[src/verilog/loader_defs.svh]
/*
 * Tile, feature-map and bus size macros for the tile input stage.
 */

`ifndef LOADER_DEFS_SVH
`define LOADER_DEFS_SVH

// Input tile shape.
`define TILE_TM 4
`define TILE_TR 4
`define TILE_TC 4

// Whole feature map.
`define FM_M 6
`define FM_R 10
`define FM_C 10

`define WT_WORDS 36     // Words per weight tile.
`define MEM_AW 16
`define MEM_DW 32
`define WT_DW 16
`define CW 8            // Coordinate width.
`define FIFO_DEPTH 8

`endif

[src/verilog/tile_pkgs.sv]
/*
 * Tile geometry and payload types, and the memory read bus types.
 */

`default_nettype none

`include "loader_defs.svh"

package tile_geom_pkg;

    // Tile or map coordinate.
    typedef logic [`CW-1:0] coord_t;

    // Feature-map element as stored in memory.
    typedef logic [`MEM_DW-1:0] fm_word_t;

    // Narrowed weight.
    typedef logic [`WT_DW-1:0] weight_word_t;

endpackage

package mem_port_pkg;

    // Word address.
    typedef logic [`MEM_AW-1:0] mem_addr_t;

    // Read data word.
    typedef logic [`MEM_DW-1:0] mem_data_t;

    // Requester select.
    typedef logic req_sel_t;

    localparam req_sel_t SEL_FM = 1'b0;
    localparam req_sel_t SEL_WT = 1'b1;

endpackage

`default_nettype wire

[src/verilog/mem_rd_if.sv]
/*
 * Read request bus between one loader and the memory arbiter.
 */

`default_nettype none

interface mem_rd_if import mem_port_pkg::*; ();

    logic      req;     // Level, held until gnt.
    mem_addr_t addr;
    logic      gnt;     // Read accepted this cycle.
    logic      rvalid;  // One cycle after gnt.
    mem_data_t rdata;

    modport requester (output req, output addr, input gnt, input rvalid, input rdata);

    modport arbiter (input req, input addr, output gnt, output rvalid, output rdata);

endinterface

`default_nettype wire

[src/verilog/in_fm_filter.sv]
/*
 * Registers returned feature-map words and zeroes elements outside the map.
 */

`default_nettype none

`include "loader_defs.svh"

module in_fm_filter import tile_geom_pkg::*; (
    input  logic     clk,
    input  logic     rst,
    input  logic     fifo_push_tmp,
    input  fm_word_t data_to_fifo_tmp,
    output logic     fifo_push,
    output fm_word_t data_to_fifo,
    input  coord_t   tile_base_m,
    input  coord_t   tile_base_row,
    input  coord_t   tile_base_col
);

    fm_word_t data_q;
    coord_t   tc, tr, tm;
    logic     done;
    logic     is_legal;

    always_ff @(posedge clk or posedge rst) begin
        if (rst) fifo_push <= 1'b0;
        else fifo_push <= fifo_push_tmp;
    end

    always_ff @(posedge clk) begin
        if (fifo_push_tmp) data_q <= data_to_fifo_tmp;
    end

    // Position of the word now leaving, column fastest.
    nest3_counter #(
        .n0_max(`TILE_TC),
        .n1_max(`TILE_TR),
        .n2_max(`TILE_TM)
    ) elem_cnt (
        .clk  (clk),
        .rst  (rst),
        .ena  (fifo_push),
        .clean(done),       // Restart for the next tile.
        .cnt0 (tc),
        .cnt1 (tr),
        .cnt2 (tm),
        .done (done)
    );

    // One spare bit keeps base plus offset from wrapping.
    assign is_legal = ({1'b0, tile_base_m} + {1'b0, tm} < (`CW+1)'(`FM_M)) &&
                      ({1'b0, tile_base_row} + {1'b0, tr} < (`CW+1)'(`FM_R)) &&
                      ({1'b0, tile_base_col} + {1'b0, tc} < (`CW+1)'(`FM_C));

    assign data_to_fifo = is_legal ? data_q : '0;

endmodule

`default_nettype wire

[src/verilog/in_fm_loader.sv]
/*
 * Input feature-map tile loader. Walks the tile, issues the reads
 * and passes the responses through the range filter.
 */

`default_nettype none

`include "loader_defs.svh"

module in_fm_loader import tile_geom_pkg::*, mem_port_pkg::*; (
    input  logic       clk,
    input  logic       rst,
    input  logic       start,
    input  coord_t     tile_base_m,
    input  coord_t     tile_base_row,
    input  coord_t     tile_base_col,
    mem_rd_if.requester mem,
    input  logic [3:0] free_slots,
    output logic       push,
    output fm_word_t   push_data,
    output logic       busy
);

    localparam int TILE_WORDS = `TILE_TM * `TILE_TR * `TILE_TC;

    coord_t     base_m_q, base_row_q, base_col_q;
    coord_t     tc, tr, tm;
    logic       go;
    logic       walk_done;
    logic       issued_all;
    logic [1:0] inflight;       // Accepted but not yet pushed.
    logic [6:0] push_cnt;
    mem_addr_t  g_m, g_r, g_c;

    assign go = start && !busy;

    always_ff @(posedge clk) begin
        if (go) begin
            base_m_q   <= tile_base_m;
            base_row_q <= tile_base_row;
            base_col_q <= tile_base_col;
        end
    end

    nest3_counter #(
        .n0_max(`TILE_TC),
        .n1_max(`TILE_TR),
        .n2_max(`TILE_TM)
    ) addr_walk (
        .clk  (clk),
        .rst  (rst),
        .ena  (mem.gnt),
        .clean(go),
        .cnt0 (tc),
        .cnt1 (tr),
        .cnt2 (tm),
        .done (walk_done)
    );

    // Global coordinates and flat word address.
    assign g_m = mem_addr_t'(base_m_q) + mem_addr_t'(tm);
    assign g_r = mem_addr_t'(base_row_q) + mem_addr_t'(tr);
    assign g_c = mem_addr_t'(base_col_q) + mem_addr_t'(tc);
    assign mem.addr = (g_m * mem_addr_t'(`FM_R) + g_r) * mem_addr_t'(`FM_C) + g_c;

    // Room is reserved for every word still on its way.
    assign mem.req = busy && !issued_all && (inflight < 2'd2) &&
                     (free_slots > {2'b00, inflight});

    always_ff @(posedge clk or posedge rst) begin
        if (rst) begin
            busy       <= 1'b0;
            issued_all <= 1'b0;
            inflight   <= '0;
            push_cnt   <= '0;
        end else begin
            inflight <= inflight + {1'b0, mem.gnt} - {1'b0, push};
            if (go) begin
                busy       <= 1'b1;
                issued_all <= 1'b0;
                push_cnt   <= '0;
            end else begin
                if (walk_done) issued_all <= 1'b1;
                if (push) begin
                    push_cnt <= push_cnt + 1'b1;
                    if (push_cnt == 7'(TILE_WORDS - 1)) busy <= 1'b0;  // Last word in.
                end
            end
        end
    end

    in_fm_filter filter (
        .clk             (clk),
        .rst             (rst),
        .fifo_push_tmp   (mem.rvalid),
        .data_to_fifo_tmp(mem.rdata),
        .fifo_push       (push),
        .data_to_fifo    (push_data),
        .tile_base_m     (base_m_q),
        .tile_base_row   (base_row_q),
        .tile_base_col   (base_col_q)
    );

endmodule

`default_nettype wire

[src/verilog/mem_arbiter.sv]
/*
 * Round-robin arbiter of two read requesters onto one memory port.
 * Records the owner of each accepted read and routes its response back.
 */

`default_nettype none

module mem_arbiter import mem_port_pkg::*; (
    input  logic      clk,
    input  logic      rst,
    mem_rd_if.arbiter fm_port,
    mem_rd_if.arbiter wt_port,
    output logic      mem_req,
    input  logic      mem_gnt,
    output mem_addr_t mem_addr,
    input  logic      mem_rvalid,
    input  mem_data_t mem_rdata
);

    req_sel_t prio;         // Preferred requester on a tie.
    req_sel_t win;
    req_sel_t owner;        // Requester of the read now returning.
    logic     stall_q;
    req_sel_t stall_sel;
    logic     accept;

    // A stalled request keeps its slot so the address stays put.
    always_comb begin
        if (stall_q) win = stall_sel;
        else if (fm_port.req && wt_port.req) win = prio;
        else if (wt_port.req) win = SEL_WT;
        else win = SEL_FM;
    end

    assign mem_req  = fm_port.req || wt_port.req;
    assign mem_addr = (win == SEL_WT) ? wt_port.addr : fm_port.addr;
    assign accept   = mem_req && mem_gnt;

    assign fm_port.gnt = mem_gnt && fm_port.req && (win == SEL_FM);
    assign wt_port.gnt = mem_gnt && wt_port.req && (win == SEL_WT);

    assign fm_port.rvalid = mem_rvalid && (owner == SEL_FM);
    assign wt_port.rvalid = mem_rvalid && (owner == SEL_WT);
    assign fm_port.rdata  = mem_rdata;  // Data is shared, rvalid selects.
    assign wt_port.rdata  = mem_rdata;

    always_ff @(posedge clk or posedge rst) begin
        if (rst) begin
            prio      <= SEL_FM;
            owner     <= SEL_FM;
            stall_q   <= 1'b0;
            stall_sel <= SEL_FM;
        end else begin
            stall_q   <= mem_req && !mem_gnt;
            stall_sel <= win;
            if (accept) begin
                prio  <= ~prio;
                owner <= win;
            end
        end
    end

endmodule

`default_nettype wire

[src/verilog/nest3_counter.sv]
/*
 * Three-level nested counter with clear and a completion pulse.
 */

`default_nettype none

module nest3_counter import tile_geom_pkg::*; #(
    parameter int n0_max = 4,
    parameter int n1_max = 4,
    parameter int n2_max = 4
) (
    input  logic   clk,
    input  logic   rst,
    input  logic   ena,
    input  logic   clean,
    output coord_t cnt0,
    output coord_t cnt1,
    output coord_t cnt2,
    output logic   done
);

    logic wrap0, wrap1, wrap2;

    assign wrap0 = ena && (cnt0 == coord_t'(n0_max - 1));
    assign wrap1 = wrap0 && (cnt1 == coord_t'(n1_max - 1));
    assign wrap2 = wrap1 && (cnt2 == coord_t'(n2_max - 1));
    assign done  = wrap2;    // All three roll over together.

    always_ff @(posedge clk or posedge rst) begin
        if (rst) begin
            cnt0 <= '0;
            cnt1 <= '0;
            cnt2 <= '0;
        end else if (clean) begin
            cnt0 <= '0;
            cnt1 <= '0;
            cnt2 <= '0;
        end else if (ena) begin
            cnt0 <= wrap0 ? '0 : cnt0 + 1'b1;
            if (wrap0) cnt1 <= wrap1 ? '0 : cnt1 + 1'b1;
            if (wrap1) cnt2 <= wrap2 ? '0 : cnt2 + 1'b1;
        end
    end

endmodule

`default_nettype wire

[src/verilog/tile_fifo.sv]
/*
 * First-word-fall-through FIFO with a type-parameterized payload.
 */

`default_nettype none

`include "loader_defs.svh"

module tile_fifo #(
    parameter type payload_t = logic [31:0]
) (
    input  logic       clk,
    input  logic       rst,
    input  logic       push,
    input  payload_t   push_data,
    input  logic       pop,
    output payload_t   head,
    output logic       empty,
    output logic [3:0] free_slots
);

    localparam int PW = $clog2(`FIFO_DEPTH);

    payload_t      mem [`FIFO_DEPTH];
    logic [PW-1:0] wr_ptr, rd_ptr;
    logic [PW:0]   count;
    logic          do_push, do_pop;

    assign empty      = (count == '0);
    assign free_slots = 4'(`FIFO_DEPTH) - 4'(count);
    assign do_push    = push && (count != (PW+1)'(`FIFO_DEPTH));   // Full drops nothing here.
    assign do_pop     = pop && !empty;
    assign head       = mem[rd_ptr];    // Oldest entry.

    always_ff @(posedge clk) begin
        if (do_push) mem[wr_ptr] <= push_data;
    end

    always_ff @(posedge clk or posedge rst) begin
        if (rst) begin
            wr_ptr <= '0;
            rd_ptr <= '0;
            count  <= '0;
        end else begin
            if (do_push) wr_ptr <= wr_ptr + 1'b1;
            if (do_pop) rd_ptr <= rd_ptr + 1'b1;
            count <= count + (PW+1)'(do_push) - (PW+1)'(do_pop);
        end
    end

endmodule

`default_nettype wire

[src/verilog/tile_loader_top.sv]
/*
 * Tile input stage top level. Two loaders share one memory read port
 * and each fills its own FIFO.
 */

`default_nettype none

module tile_loader_top import tile_geom_pkg::*, mem_port_pkg::*; (
    input  logic         clk,
    input  logic         rst,
    input  logic         start,
    input  coord_t       tile_base_m,
    input  coord_t       tile_base_row,
    input  coord_t       tile_base_col,
    input  mem_addr_t    weight_base,
    output logic         busy,
    output logic         mem_req,
    output mem_addr_t    mem_addr,
    input  logic         mem_gnt,
    input  logic         mem_rvalid,
    input  mem_data_t    mem_rdata,
    output fm_word_t     fm_data,
    output logic         fm_empty,
    input  logic         fm_pop,
    output weight_word_t w_data,
    output logic         w_empty,
    input  logic         w_pop
);

    logic         fm_busy, wt_busy;
    logic         fm_push, wt_push;
    fm_word_t     fm_push_data;
    weight_word_t wt_push_data;
    logic [3:0]   fm_free, wt_free;
    logic         start_idle;

    mem_rd_if fm_mem ();
    mem_rd_if wt_mem ();

    assign busy       = fm_busy || wt_busy;   // Both tiles must be in.
    assign start_idle = start && !busy;       // Ignored while either loader runs.

    in_fm_loader fm_loader (
        .clk          (clk),
        .rst          (rst),
        .start        (start_idle),
        .tile_base_m  (tile_base_m),
        .tile_base_row(tile_base_row),
        .tile_base_col(tile_base_col),
        .mem          (fm_mem),
        .free_slots   (fm_free),
        .push         (fm_push),
        .push_data    (fm_push_data),
        .busy         (fm_busy)
    );

    weight_loader wt_loader (
        .clk        (clk),
        .rst        (rst),
        .start      (start_idle),
        .weight_base(weight_base),
        .mem        (wt_mem),
        .free_slots (wt_free),
        .push       (wt_push),
        .push_data  (wt_push_data),
        .busy       (wt_busy)
    );

    mem_arbiter arb (
        .clk       (clk),
        .rst       (rst),
        .fm_port   (fm_mem),
        .wt_port   (wt_mem),
        .mem_req   (mem_req),
        .mem_gnt   (mem_gnt),
        .mem_addr  (mem_addr),
        .mem_rvalid(mem_rvalid),
        .mem_rdata (mem_rdata)
    );

    tile_fifo #(.payload_t(fm_word_t)) fm_fifo (
        .clk       (clk),
        .rst       (rst),
        .push      (fm_push),
        .push_data (fm_push_data),
        .pop       (fm_pop),
        .head      (fm_data),
        .empty     (fm_empty),
        .free_slots(fm_free)
    );

    tile_fifo #(.payload_t(weight_word_t)) wt_fifo (
        .clk       (clk),
        .rst       (rst),
        .push      (wt_push),
        .push_data (wt_push_data),
        .pop       (w_pop),
        .head      (w_data),
        .empty     (w_empty),
        .free_slots(wt_free)
    );

endmodule

`default_nettype wire

[src/verilog/weight_loader.sv]
/*
 * Weight tile loader. Reads a flat block of words and keeps the low bits.
 */

`default_nettype none

`include "loader_defs.svh"

module weight_loader import tile_geom_pkg::*, mem_port_pkg::*; (
    input  logic         clk,
    input  logic         rst,
    input  logic         start,
    input  mem_addr_t    weight_base,
    mem_rd_if.requester  mem,
    input  logic [3:0]   free_slots,
    output logic         push,
    output weight_word_t push_data,
    output logic         busy
);

    mem_addr_t  base_q;
    logic       go;
    logic [5:0] issue_cnt;
    logic [5:0] push_cnt;
    logic [1:0] inflight;

    assign go = start && !busy;

    assign mem.addr = base_q + mem_addr_t'(issue_cnt);
    assign mem.req  = busy && (issue_cnt != 6'(`WT_WORDS)) &&
                      (free_slots > {2'b00, inflight});

    always_ff @(posedge clk) begin
        if (go) base_q <= weight_base;
        if (mem.rvalid) push_data <= mem.rdata[`WT_DW-1:0];  // Narrow to one weight.
    end

    always_ff @(posedge clk or posedge rst) begin
        if (rst) begin
            busy      <= 1'b0;
            push      <= 1'b0;
            issue_cnt <= '0;
            push_cnt  <= '0;
            inflight  <= '0;
        end else begin
            push     <= mem.rvalid;
            inflight <= inflight + {1'b0, mem.gnt} - {1'b0, push};
            if (go) begin
                busy      <= 1'b1;
                issue_cnt <= '0;
                push_cnt  <= '0;
            end else begin
                if (mem.gnt) issue_cnt <= issue_cnt + 1'b1;
                if (push) begin
                    push_cnt <= push_cnt + 1'b1;
                    if (push_cnt == 6'(`WT_WORDS - 1)) busy <= 1'b0;
                end
            end
        end
    end

endmodule

`default_nettype wire
[config.mk]
export PLATFORM = sky130hd
export DESIGN_NAME = tile_loader_top
export DESIGN_NICKNAME = d
export VERILOG_FILES = /design/src/verilog/tile_pkgs.sv /design/src/verilog/mem_rd_if.sv /design/src/verilog/in_fm_filter.sv /design/src/verilog/in_fm_loader.sv /design/src/verilog/mem_arbiter.sv /design/src/verilog/nest3_counter.sv /design/src/verilog/tile_fifo.sv /design/src/verilog/tile_loader_top.sv /design/src/verilog/weight_loader.sv
export VERILOG_INCLUDE_DIRS = /design/src /design/src/verilog
export SDC_FILE = /design/constraint.sdc
export NUM_CORES = 1
export LEC_CHECK = 0
export BUFFER_PORTS_ARGS = -buffer_cell sky130_fd_sc_hd__clkbuf_2
export CORE_MARGIN = 2
export CORE_UTILIZATION = 30
export CTS_BUF_LIST = sky130_fd_sc_hd__clkbuf_8
export DETAILED_ROUTE_END_ITERATION = 16
export HOLD_SLACK_MARGIN = 0.02
export PLACE_DENSITY = 0.42
export SETUP_SLACK_MARGIN = 0.02
export SLEW_MARGIN = 20
export SYNTH_ARGS = -nofsm -noshare
export SYNTH_HDL_FRONTEND = slang
export SYNTH_SLANG_ARGS = --single-unit
[constraint.sdc]
create_clock -name clk -period 11 [get_ports clk]
set_input_delay 1.65 -clock clk [delete_from_list [all_inputs] [get_ports clk]]
set_output_delay 1.65 -clock clk [all_outputs]
set_load 0.02 [all_outputs]
# Word level (Yosys, flattened, before mapping)
# Memory sizes are Yosys's and may differ from the RTL's.
# Index checks and enable logic that the tools add are counted.
[totals] out_inout_bits=68 ff_bits=188 inputBits=79 word_cells=190 n_memories=2 ramBits=384
[op_classes] mul=2 n_eq_ne=11 bitwise=3 reduce_logical=58 n_mux=44 n_lt_le_gt_ge=6 n_addsub=32
[memory_table] name="fm_fifo.mem" depth=8 word_bits=32 read_ports=1 rd_clocked_by_memory_dff=0 wr=1 line_no="tile_fifo.sv:24" text="payload_t mem [`FIFO_DEPTH];"
[memory_table] name="wt_fifo.mem" depth=8 word_bits=16 read_ports=1 rd_clocked_by_memory_dff=0 wr=1 line_no="tile_fifo.sv:24"
[op_table] op="2-to-1 mux 8 bit" count=21
[op_table] op="adder 8 x 8 -> 9 bit" count=6
[op_table] op="adder 8 x 1 -> 8 bit (second input constant)" count=6
[op_table] op="== test 8 x 2 -> 1 bit (second input constant)" count=6
[op_table] op="adder 16 bit" count=2
[op_table] op="multiplier 16 x 3 -> 15 bit (second input constant)" count=2
[op_table] op="2-to-1 mux 32 bit" count=1
[op_table] op="logical AND 1 bit" count=29
[op_table] op="2-to-1 mux 6 bit" count=4
[op_table] op="nonzero test 2 bit" count=12
[op_table] op="< comparator 9 x 4 -> 1 bit (second input constant)" count=2
[op_table] op="adder 16 x 6 -> 16 bit" count=1
[op_table] op="2-to-1 mux 16 bit" count=1
[op_table] op="2-to-1 mux 1 bit" count=15
[op_table] op="2-to-1 mux 7 bit" count=2
[op_table] op="adder 3 x 1 -> 3 bit (second input constant)" count=4
[op_table] op="adder 6 x 1 -> 6 bit (second input constant)" count=2
[op_table] op="AND reduction 2 bit" count=6
[op_table] op="< comparator 9 x 3 -> 1 bit (second input constant)" count=1
[op_table] op="adder 4 x 1 -> 4 bit" count=2
[op_table] op="greater-than comparator 4 x 2 -> 1 bit" count=2
[op_table] op="zero test 4 bit" count=2
[op_table] op="inequality test 4 bit (second input constant)" count=2
[op_table] op="subtractor 4 x 1 -> 4 bit" count=2
[op_table] op="other kinds (11)" count=23

# Longest topological paths before layout
# Gate-level depths: netlist of run 1.
[logic_depth] ltp_word=16 ltp_mapped=29 mapped_depth_nobuf=29

# Hierarchy
# From an unflattened synthesis of run 1, not the netlist that was laid out.
[unflattened] cells_unflattened=1898 area_unflattened_um2=28125.7
[by_module_without_submodules] mod="tile_fifo at fm_fifo" cells_per_inst=433 seq_area_each_um2=7937.6 n_inst=1 area_per_inst_um2=10367.4
[by_module_without_submodules] mod="tile_fifo at wt_fifo" cells_per_inst=249 seq_area_each_um2=4093.9 n_inst=1 area_per_inst_um2=5550.3
[by_module_without_submodules] mod="in_fm_loader" cells_per_inst=415 seq_area_each_um2=996.0 n_inst=1 area_per_inst_um2=3953.8
[by_module_without_submodules] mod="nest3_counter" cells_per_inst=137 seq_area_each_um2=600.6 n_inst=2 area_per_inst_um2=1282.5
[by_module_without_submodules] mod="in_fm_filter" cells_per_inst=248 seq_area_each_um2=985.9 n_inst=1 area_per_inst_um2=2527.4
[by_module_without_submodules] mod="weight_loader" cells_per_inst=176 seq_area_each_um2=1361.3 n_inst=1 area_per_inst_um2=2260.9
[by_module_without_submodules] mod="mem_arbiter" cells_per_inst=101 seq_area_each_um2=100.1 n_inst=1 area_per_inst_um2=887.1
[by_module_without_submodules] mod="tile_loader_top" cells_per_inst=2 seq_area_each_um2=0.0 n_inst=1 area_per_inst_um2=13.8

# Least setup slack after synthesis of run 1
# No wires, ideal clock.
[synth_path] path_type="register to output" startpoint="reg fm_loader.addr_walk.cnt2[0]" endpoint="out mem_addr[15]" t_arrival_ps=6033 path_buffers=0 t_required_ps=9350 stages_incl_launch_ff=25 setup_slack_ps=3317 cell_sequence="dfrtp_1 ha_1 fa_1 a21o_1 a21oi_1 xnor2_1 ha_1 inv_1 fa_1 inv_1 ha_1 o21a_1 o31a_1 o41ai_1 nand2b_1 xnor2_1 xnor2_1 ha_1 or4_1 o22ai_2 nor3_1 nor4b_2 and4b_1 xor3_1 mux2i_1"
[synth_via] elab_chain_cells=6
[synth_lines] item="start, declared" line_no="nest3_counter.sv:18" text="output coord_t cnt2,"
[synth_lines] item="start signal, assigned" line_no="nest3_counter.sv:41" text="if (wrap1) cnt2 <= wrap2 ? '0 : cnt2 + 1'b1;"
[synth_lines] item="adder 8 x 8 -> 9 bit" line_no="in_fm_loader.sv:61" text="assign g_m = mem_addr_t'(base_m_q) + mem_addr_t'(tm);"
[synth_lines] item="multiplier 16 x 3 -> 15 bit" line_no="in_fm_loader.sv:64" text="assign mem.addr = (g_m * mem_addr_t'(`FM_R) + g_r) * mem_addr_t'(`FM_C) + g_c;"
[synth_lines] item="adder 16 bit" line_no="in_fm_loader.sv:64"
[synth_lines] item="multiplier 16 x 3 -> 15 bit" line_no="in_fm_loader.sv:64"
[synth_lines] item="adder 16 bit" line_no="in_fm_loader.sv:64"
[synth_lines] item="2-to-1 mux 16 bit" line_no="mem_arbiter.sv:36" text="assign mem_addr = (win == SEL_WT) ? wt_port.addr : fm_port.addr;"
[synth_lines] item="end, declared" line_no="tile_loader_top.sv:18" text="output mem_addr_t mem_addr,"
# Every way passes these cells.

# Final worst setup path of run 1
[layout_path] startpoint="reg fm_loader.base_m_q[1]" endpoint="out mem_addr[15]"
[layout_via] elab_chain_cells=6
[layout_lines] item="start, declared" line_no="in_fm_loader.sv:26" text="coord_t base_m_q, base_row_q, base_col_q;"
[layout_lines] item="start signal, assigned" line_no="in_fm_loader.sv:39" text="base_m_q <= tile_base_m;"
[layout_lines] item="adder 8 x 8 -> 9 bit" line_no="in_fm_loader.sv:61"
[layout_lines] item="multiplier 16 x 3 -> 15 bit" line_no="in_fm_loader.sv:64"
[layout_lines] item="adder 16 bit" line_no="in_fm_loader.sv:64"
[layout_lines] item="multiplier 16 x 3 -> 15 bit" line_no="in_fm_loader.sv:64"
[layout_lines] item="adder 16 bit" line_no="in_fm_loader.sv:64"
[layout_lines] item="2-to-1 mux 16 bit" line_no="mem_arbiter.sv:36"
# Every way passes these cells.

==> impl_metrics.py, run 1 <==
metrics = {
    "outcome": {
        "status": "finished, final reports clean",
    },
    "yosys": {
        "synth_fa_ha_area_share_pct": 7.488,
        "synthMostInstantiatedCell": "edfxtp_1",
        "synth.top_cell.area_share_pct": 53.42,
        "synth_common_cells": "edfxtp_1 (472), ha_1 (138), dfrtp_1 (100)",
        "syn_area_um2": 26530,
        "synth_cell_types": 79,
        "yosysWarnings": 0,
        "ys_seq_area_share_pct": 62.85,
        "synth-xor-area-share_pct": 4.249,
        "yosys_most_used_dff": "edfxtp_1",
        "synth_edf_count": 472,
        "muxShareOfSynthArea_pct": 11.14,
        "synth_top_family_by_area": "multiplexers",
        "syn_avg_cell_area_um2": 15.57,
        "yosys.area.top_type": "edfxtp_1",
        "synth_cells": 1704,
        "synth-simple-area-share_pct": 7.356,
        "synth-compound-area-share_pct": 5.121,
        "synthArstFlopShare_pct": 17.48,
        "syn-num-nets": 1934,
        "synth-seq-cells": 572,
        "ys_top_cells_by_area": "edfxtp_1 (53%), dfrtp_1 (9.4%), mux4_2 (8.1%), ha_1 (6.5%), xnor2_1 (2.6%)",
    },
    "sta": {
        "post-route-period-util_pct": 81.51,
        "skew_ns": 0.03689,
        "hold_violations": 0,
        "rsz0062_at_grt": "no",
        "fmax_mhz": 111.5,
        "worst_slack_ns": 2.034,
        "worst_slew_pin_slew_ns": 1.077,
        "final-setup-viol-count": 0,
        "slew-limit-headroom_pct": 28.17,
        "min_period_ns": 8.966,
        "tns_ns": 0,
        "slew_violations": 0,
    },
    "min_path": {
        "min_path_cells": 1,
        "hold_path_class": "reg -> reg",
    },
    "floorplanning": {
        "ioPinCount": 147,
        "fp.dieH_um": 301.4,
        "die_area_um2": 90840,
        "rows": 109,
        "die_w_um": 301.4,
        "core-area_um2": 87970,
        "start_util_pct": 30.16,
    },
    "setup_path": {
        "slowest_delay_ns": 0.55,
        "slowest_stage": "o41ai_1",
        "crit_end": "mem_addr[15]",
        "endpoint_kind": "output port",
        "reg2reg_slack_ns": 7.34,
        "start_kind": "register",
        "path_max_fanout": 5,
        "worstReg2RegStart": "fm_fifo.count[1]$_DFF_PP0_",
        "criticalPathCategory": "reg -> out",
        "cp.required_ns": 9.35,
        "reg2regPathDepth": 14,
        "critPathArrivalTime_ns": 7.32,
        "path_delay_family": "compound AO/OA/AOI/OAI gates",
        "crit_cells": 26,
        "worst-path-buf-inv": 1,
        "r2r_end": "wt_loader.inflight[1]$_DFF_PP0_",
        "startpoint": "fm_loader.base_m_q[1]$_DFFE_PP_",
    },
    "global_route": {
        "grt-ovfl-total": 0,
        "track_usage_pct": 14.05,
        "grt_first_pass_wirelength_um": 95430,
        "antenna_found_initial": 4,
        "grt_max_degree": 69,
        "grt_pass1_vias": 15810,
    },
    "layout": {
        "final_core_util_pct": 34.94,
        "final_nets": 2171,
        "area_growth_pct": 15.85,
        "n_fill_cell": 8526,
        "drive_gt1_share_pct": 25.19,
    },
    "placement": {
        "post-place-ws_ns": 2.717,
        "numPortBuffers": 146,
        "gp_congestion": 0.7788,
        "place_hpwl_um": 40250,
    },
    "clock_network": {
        "postCtsHoldBufs": 0,
        "cts_resized": 0,
        "clk_pin_slew_worst_paths_ns": 0.06,
        "cts_tree": "built",
        "clkLatencyLatePin_ns": 0.71,
        "cts_setup_buffers": 0,
        "cts_buffer_depth": 3,
        "clkSinkCount": 572,
        "htreeDepth": 3,
        "cts_made_buffers": 104,
        "cts_root_buffer": "clkbuf_8",
    },
    "drt": {
        "drtIter0Drc": 655,
        "num_vias": 14850,
        "antenna_left": 0,
        "drtPass1Iterations": 4,
        "routed_wl_um": 62880,
        "viasPerCell": 4.659,
        "drc": 0,
        "routedWlPerCell_um": 19.73,
    },
    "job": {
        "maxCapViolCount": 0,
    },
    "power": {
        "leakage_nw": 11.40,
        "p_per_area_nw_per_um2": 272.6,
        "ir_drop_mv": 0.1864,
    },
}
stage by stage:
step           instance area [µm²]  total power (W)  cells  hold slack, ns
6_report                     30740         0.008381   3187          0.4711
5_1_grt                      30740         0.009006   3187          0.5213
4_1_cts                      30740         0.008594   3186          0.4813
3_5_place_dp                 28830         0.006661   3000          0.4683
3_3_place_gp                 28830         0.006626   3000          0.4652
2_1_floorplan                26530         0.005539   1704          0.4455
registers in the layout (all words and copies together), names as in the netlist, 4 cells and up:
| signal | cells |
|---|---|
| fm_loader.filter.elem_cnt.cnt2 | 8 |
| fm_loader.addr_walk.cnt1 | 8 |
| fm_loader.base_col_q | 8 |
| fm_loader.addr_walk.cnt0 | 8 |
| wt_loader.push_cnt | 6 |
| wt_loader.push_data | 16 |
| fm_loader.filter.elem_cnt.cnt0 | 8 |
| fm_fifo.mem | 256 |
| fm_loader.push_cnt | 7 |
| wt_loader.issue_cnt | 6 |
| wt_fifo.count | 4 |
| fm_loader.base_m_q | 8 |
| fm_loader.filter.elem_cnt.cnt1 | 8 |
| fm_fifo.count | 4 |
| fm_loader.base_row_q | 8 |
| fm_loader.addr_walk.cnt2 | 8 |
| fm_loader.filter.data_q | 32 |
| wt_loader.base_q | 16 |
| wt_fifo.mem | 128 |
logic make-up after synthesis:
family / after synthesis
AOI/OAI and AO/OA: 201
buffers and inverters: 119
other: 1
adders and majority gates: 151
muxes: 168
and+or+nand+nor: 365
DFF: 572
xor gates and xnor gates: 127
final cells by class:
type | instances | area, µm² | area share [%]
Sequential cell | 572 | 16680 | 54.28
Multi-Input combinational cell | 1013 | 9463 | 30.78
Tap cell | 1165 | 1458 | 4.742
Clock buffer | 105 | 1445 | 4.701
Timing Repair Buffer | 173 | 933.4 | 3.036
Clock inverter | 81 | 461.7 | 1.502
Inverter | 77 | 291.5 | 0.9484
Antenna cell | 1 | 2.502 | 0.008141
metal layers:
layer | vias to the layer above | global-route usage (%) | share of wire [%]
met5 | - | 0 | 0.059
met4 | 6 | 4.276 | 1.9
met3 | 83 | 2.968 | 4.2
met2 | 246 | 24.52 | 51
met1 | 7493 | 17.38 | 43
li1 | 7020 | - | -
worst min-delay path by stage:
| stage | start | end | slack, ns |
|---|---|---|---|
| after floorplan | wt_loader.inflight[1]$_DFF_PP0_ | wt_loader.inflight[1]$_DFF_PP0_ | 0.45 |
| after global placement | wt_loader.inflight[1]$_DFF_PP0_ | wt_loader.inflight[1]$_DFF_PP0_ | 0.47 |
| after detailed placement | wt_loader.inflight[1]$_DFF_PP0_ | wt_loader.inflight[1]$_DFF_PP0_ | 0.47 |
| after CTS | wt_loader.inflight[1]$_DFF_PP0_ | wt_loader.inflight[1]$_DFF_PP0_ | 0.48 |
| after global routing | wt_loader.inflight[1]$_DFF_PP0_ | wt_loader.inflight[1]$_DFF_PP0_ | 0.52 |
| final | wt_loader.inflight[1]$_DFF_PP0_ | wt_loader.inflight[1]$_DFF_PP0_ | 0.47 |
report_power, final:
part / leakage, nW / internal [W] / total [W] / switching, W
logic: 4.87 / 0.00152 / 0.00354 / 0.00202
registers: 5.43 / 0.00268 / 0.00298 / 0.000297
clock network: 1.09 / 0.000964 / 0.00187 / 0.000903
worst reg2reg max path, stage by stage (launching register included):
cell and delay, ns:
dfrtp_1 0.41, inv_1 0.10, ha_1 0.30, ha_1 0.28
nor2b_1 0.13, o21ai_0 0.35, a311oi_1 0.20, o21ai_2 0.14
buf_4 0.33, nand3_1 0.40, ha_1 0.43, inv_1 0.04
ha_1 0.18, xnor2_1 0.16, xnor2_1 0.14
layout by cell type, fill, tap and decap left out, types with 16 or more instances in the layout:
| cell | count |
|---|---|
| edfxtp_1 | 472 |
| clkbuf_2 | 146 |
| ha_1 | 138 |
| clkbuf_8 | 105 |
| inv_1 | 104 |
| mux4_2 | 96 |
| dfrtp_1 | 95 |
| nor2_1 | 85 |
| xnor2_1 | 80 |
| nand2_1 | 67 |
| a21oi_1 | 61 |
| mux2_2 | 59 |
| xor2_1 | 46 |
| o21ai_0 | 43 |
| and2_1 | 36 |
| buf_4 | 27 |
| nand4_1 | 25 |
| nand3_1 | 24 |
| clkinv_1 | 22 |
| nor2b_1 | 20 |
| a21o_1 | 20 |
| clkinv_2 | 20 |
| and3_1 | 18 |
| nand2b_1 | 16 |
Note: power is estimated with default switching activity, not from simulation.
==> run 2: changes to the inputs <==
--- a/config.mk
+++ b/config.mk
@@ -12,7 +12,7 @@
 export CTS_BUF_LIST = sky130_fd_sc_hd__clkbuf_8
 export DETAILED_ROUTE_END_ITERATION = 16
 export HOLD_SLACK_MARGIN = 0.02
-export PLACE_DENSITY = 0.42
+export PLACE_DENSITY = 0.44
 export SETUP_SLACK_MARGIN = 0.02
 export SLEW_MARGIN = 20
 export SYNTH_ARGS = -nofsm -noshare
==> constraint.sdc (replaced) <==
create_clock -name clk -period 7.6 [get_ports clk]
set_input_delay 1.14 -clock clk [delete_from_list [all_inputs] [get_ports clk]]
set_output_delay 1.14 -clock clk [all_outputs]
set_load 0.02 [all_outputs]
==> run 2 against run 1 <==
Net effect: count of clock-buffer cells in the layout down 3; power up 52%; routed wire length grew 0.48%; final area up 2.8%; combinational power grew 64%; utilization up 0.99 points; sequential cell count is the same; setup slack got worse by 2.0 ns; global-route usage fell by 0.054 points; sequential power is 43% higher; register-to-register slack got worse by 3.3 ns; critical path type unchanged; critical endpoint unchanged.
==> impl_metrics.py, run 2 (same netlist as run 1, synthesis figures left out) <==
metrics = {
    "layout": {
        "area_growth_pct": 19.13,
        "largestRegisters": "fm_fifo.mem: 256 flops, wt_fifo.mem: 128 flops, fm_loader.filter.data_q: 32 flops",
        "final_cell_mix": "edfxtp_1 (472), clkbuf_2 (140), inv_1 (118)",
        "largest-register": "fm_fifo.mem",
        "drive_gt1_share_pct": 29.67,
        "largest_reg_flops": 256,
        "stdcell_count": 3231,
        "final_nets": 2209,
        "layout_commonest_cell": "edfxtp_1",
        "final_core_util_pct": 35.93,
        "fin_area_um2": 31610,
    },
    "global_route": {
        "grt_first_pass_wirelength_um": 95700,
        "track_usage_pct": 13.99,
        "antenna_found_initial": 3,
        "grt-ovfl-total": 0,
        "grt_pass1_vias": 16200,
        "grt_max_degree": 59,
    },
    "power": {
        "leakage_nw": 11.76,
        "ir_drop_mv": 0.2441,
        "p_per_area_nw_per_um2": 403.2,
    },
    "placement": {
        "placed_cell_area_um2": 28870,
        "gp_congestion": 0.7805,
        "dp.cells": 3001,
        "place_hpwl_um": 40310,
        "numPortBuffers": 146,
    },
    "sta": {
        "slew-limit-headroom_pct": 31.10,
        "post-route-period-util_pct": 99.87,
        "hold_violations": 0,
        "rsz0062_at_grt": "yes",
        "worst_slew_pin_slew_ns": 1.034,
        "skew_ns": 0.04272,
        "final-setup-viol-count": 0,
        "min_period_ns": 7.590,
        "slew_violations": 0,
        "fmax_mhz": 131.7,
    },
    "clock_network": {
        "clkSinkCount": 572,
        "htreeDepth": 3,
        "cts_root_buffer": "clkbuf_8",
        "cts_made_buffers": 99,
        "clk_pin_slew_worst_paths_ns": 0.06,
        "cts_tree": "built",
        "cts_buffer_depth": 3,
        "clkLatencyLatePin_ns": 0.71,
    },
    "drt": {
        "routed_wl_um": 63170,
        "drtPass1Iterations": 4,
        "viasPerCell": 4.671,
        "routedWlPerCell_um": 19.55,
        "drc": 0,
        "drtIter0Drc": 562,
        "num_vias": 15090,
        "antenna_left": 0,
    },
    "floorplanning": {
        "rows": 109,
        "core-area_um2": 87970,
        "fp.dieH_um": 301.4,
        "start_util_pct": 30.16,
        "die_w_um": 301.4,
        "ioPinCount": 147,
        "die_area_um2": 90840,
    },
    "setup_path": {
        "endpoint_kind": "output port",
        "start_kind": "register",
        "slowest_stage": "edfxtp_1",
        "slowest_delay_ns": 0.39,
        "cp_common_cell": "buf_4",
        "path_max_fanout": 3,
        "cp.required_ns": 6.46,
        "critPathArrivalTime_ns": 6.45,
        "criticalPathCategory": "reg -> out",
    },
    "outcome": {
        "status": "finished, final reports clean",
    },
    "min_path": {
        "hold_path_class": "reg -> reg",
    },
    "job": {
        "maxCapViolCount": 0,
    },
}
==> run 2: worst paths after layout <==
path / cells after the start / slack (ns) / to / start
min: 1 / 0.47 / fm_fifo.rd_ptr[2]$_DFFE_PP0P_ / fm_fifo.rd_ptr[2]$_DFFE_PP0P_
min in group asynchronous: 2 / 0.59 / fm_loader.filter.elem_cnt.cnt1[2]$_DFFE_PP0P_ / rst
max in group asynchronous: 3 / 5.85 / fm_loader.addr_walk.cnt2[1]$_DFFE_PP0P_ / rst
min reg2reg: 1 / 0.47 / fm_fifo.rd_ptr[2]$_DFFE_PP0P_ / fm_fifo.rd_ptr[2]$_DFFE_PP0P_
max reg2reg: 14 / 4.01 / wt_loader.inflight[1]$_DFF_PP0_ / fm_fifo.count[1]$_DFF_PP0_
max: 28 / 0.01 / mem_addr[15] / fm_loader.base_m_q[0]$_DFFE_PP_
==> run 2: cell type report <==
cell class              count  area [µm²]
repair buffers            216        1295
diodes                      3       7.507
inverters                  77       291.5
fillers                  8400       56360
flip-flops and latches    572       16680
clock inverters            83       469.2
clock buffers             102        1404
well taps                1165        1458
multi-input cells        1013        9998
==> run 2: worst max-delay path: cells and delay by family, from the launching register on <==
family,cells,cell delay (ns)
and+or+nand+nor,1,0.10
adders and majority gates,7,1.89
buffers and inverters,5,0.65
DFF,1,0.39
AOI/OAI and AO/OA,11,1.92
xor gates and xnor gates,3,0.62
muxes,1,0.15
==> run 2: power breakdown <==
group / internal, W / switching (W) / total, W
Clock: 0.00136 / 0.00129 / 0.00265
Sequential: 0.00388 / 0.000394 / 0.00427
Combinational: 0.00266 / 0.00317 / 0.00582
Total: 0.00789 / 0.00485 / 0.0127
==> run 2: repair_timing <==
item	4_1_cts	5_1_grt
setup buffers	17	22
pin swaps	36	33
gates resized for setup	51	46
setup endpoints to repair	7	7
cloned	0	0
hold buffers	0	0
==> run 2: per-layer routing <==
layer  GRT usage (%)  vias to the layer above  part of all wire [%]
li1                -                     7091                     -
met1           17.14                     7678                    43
met2           24.45                      222                    51
met3           2.694                       98                   3.6
met4           5.058                        2                   2.7
met5               0                        -                 0.014
==> run 2: per-stage QoR <==
| stage | hold WS, ns | setup TNS, ns | setup slack [ns] | total power [W] |
|---|---|---|---|---|
| floorplan | 0.4455 | 0 | 0.4267 | 0.008017 |
| global placement | 0.4650 | 0 | 0.1828 | 0.009577 |
| detailed placement | 0.4642 | 0 | 0.09932 | 0.009641 |
| CTS | 0.4763 | -0.1632 | -0.1632 | 0.01262 |
| global route | 0.5001 | -0.8058 | -0.3328 | 0.01364 |
| finish | 0.4714 | 0 | 0.009805 | 0.01274 |
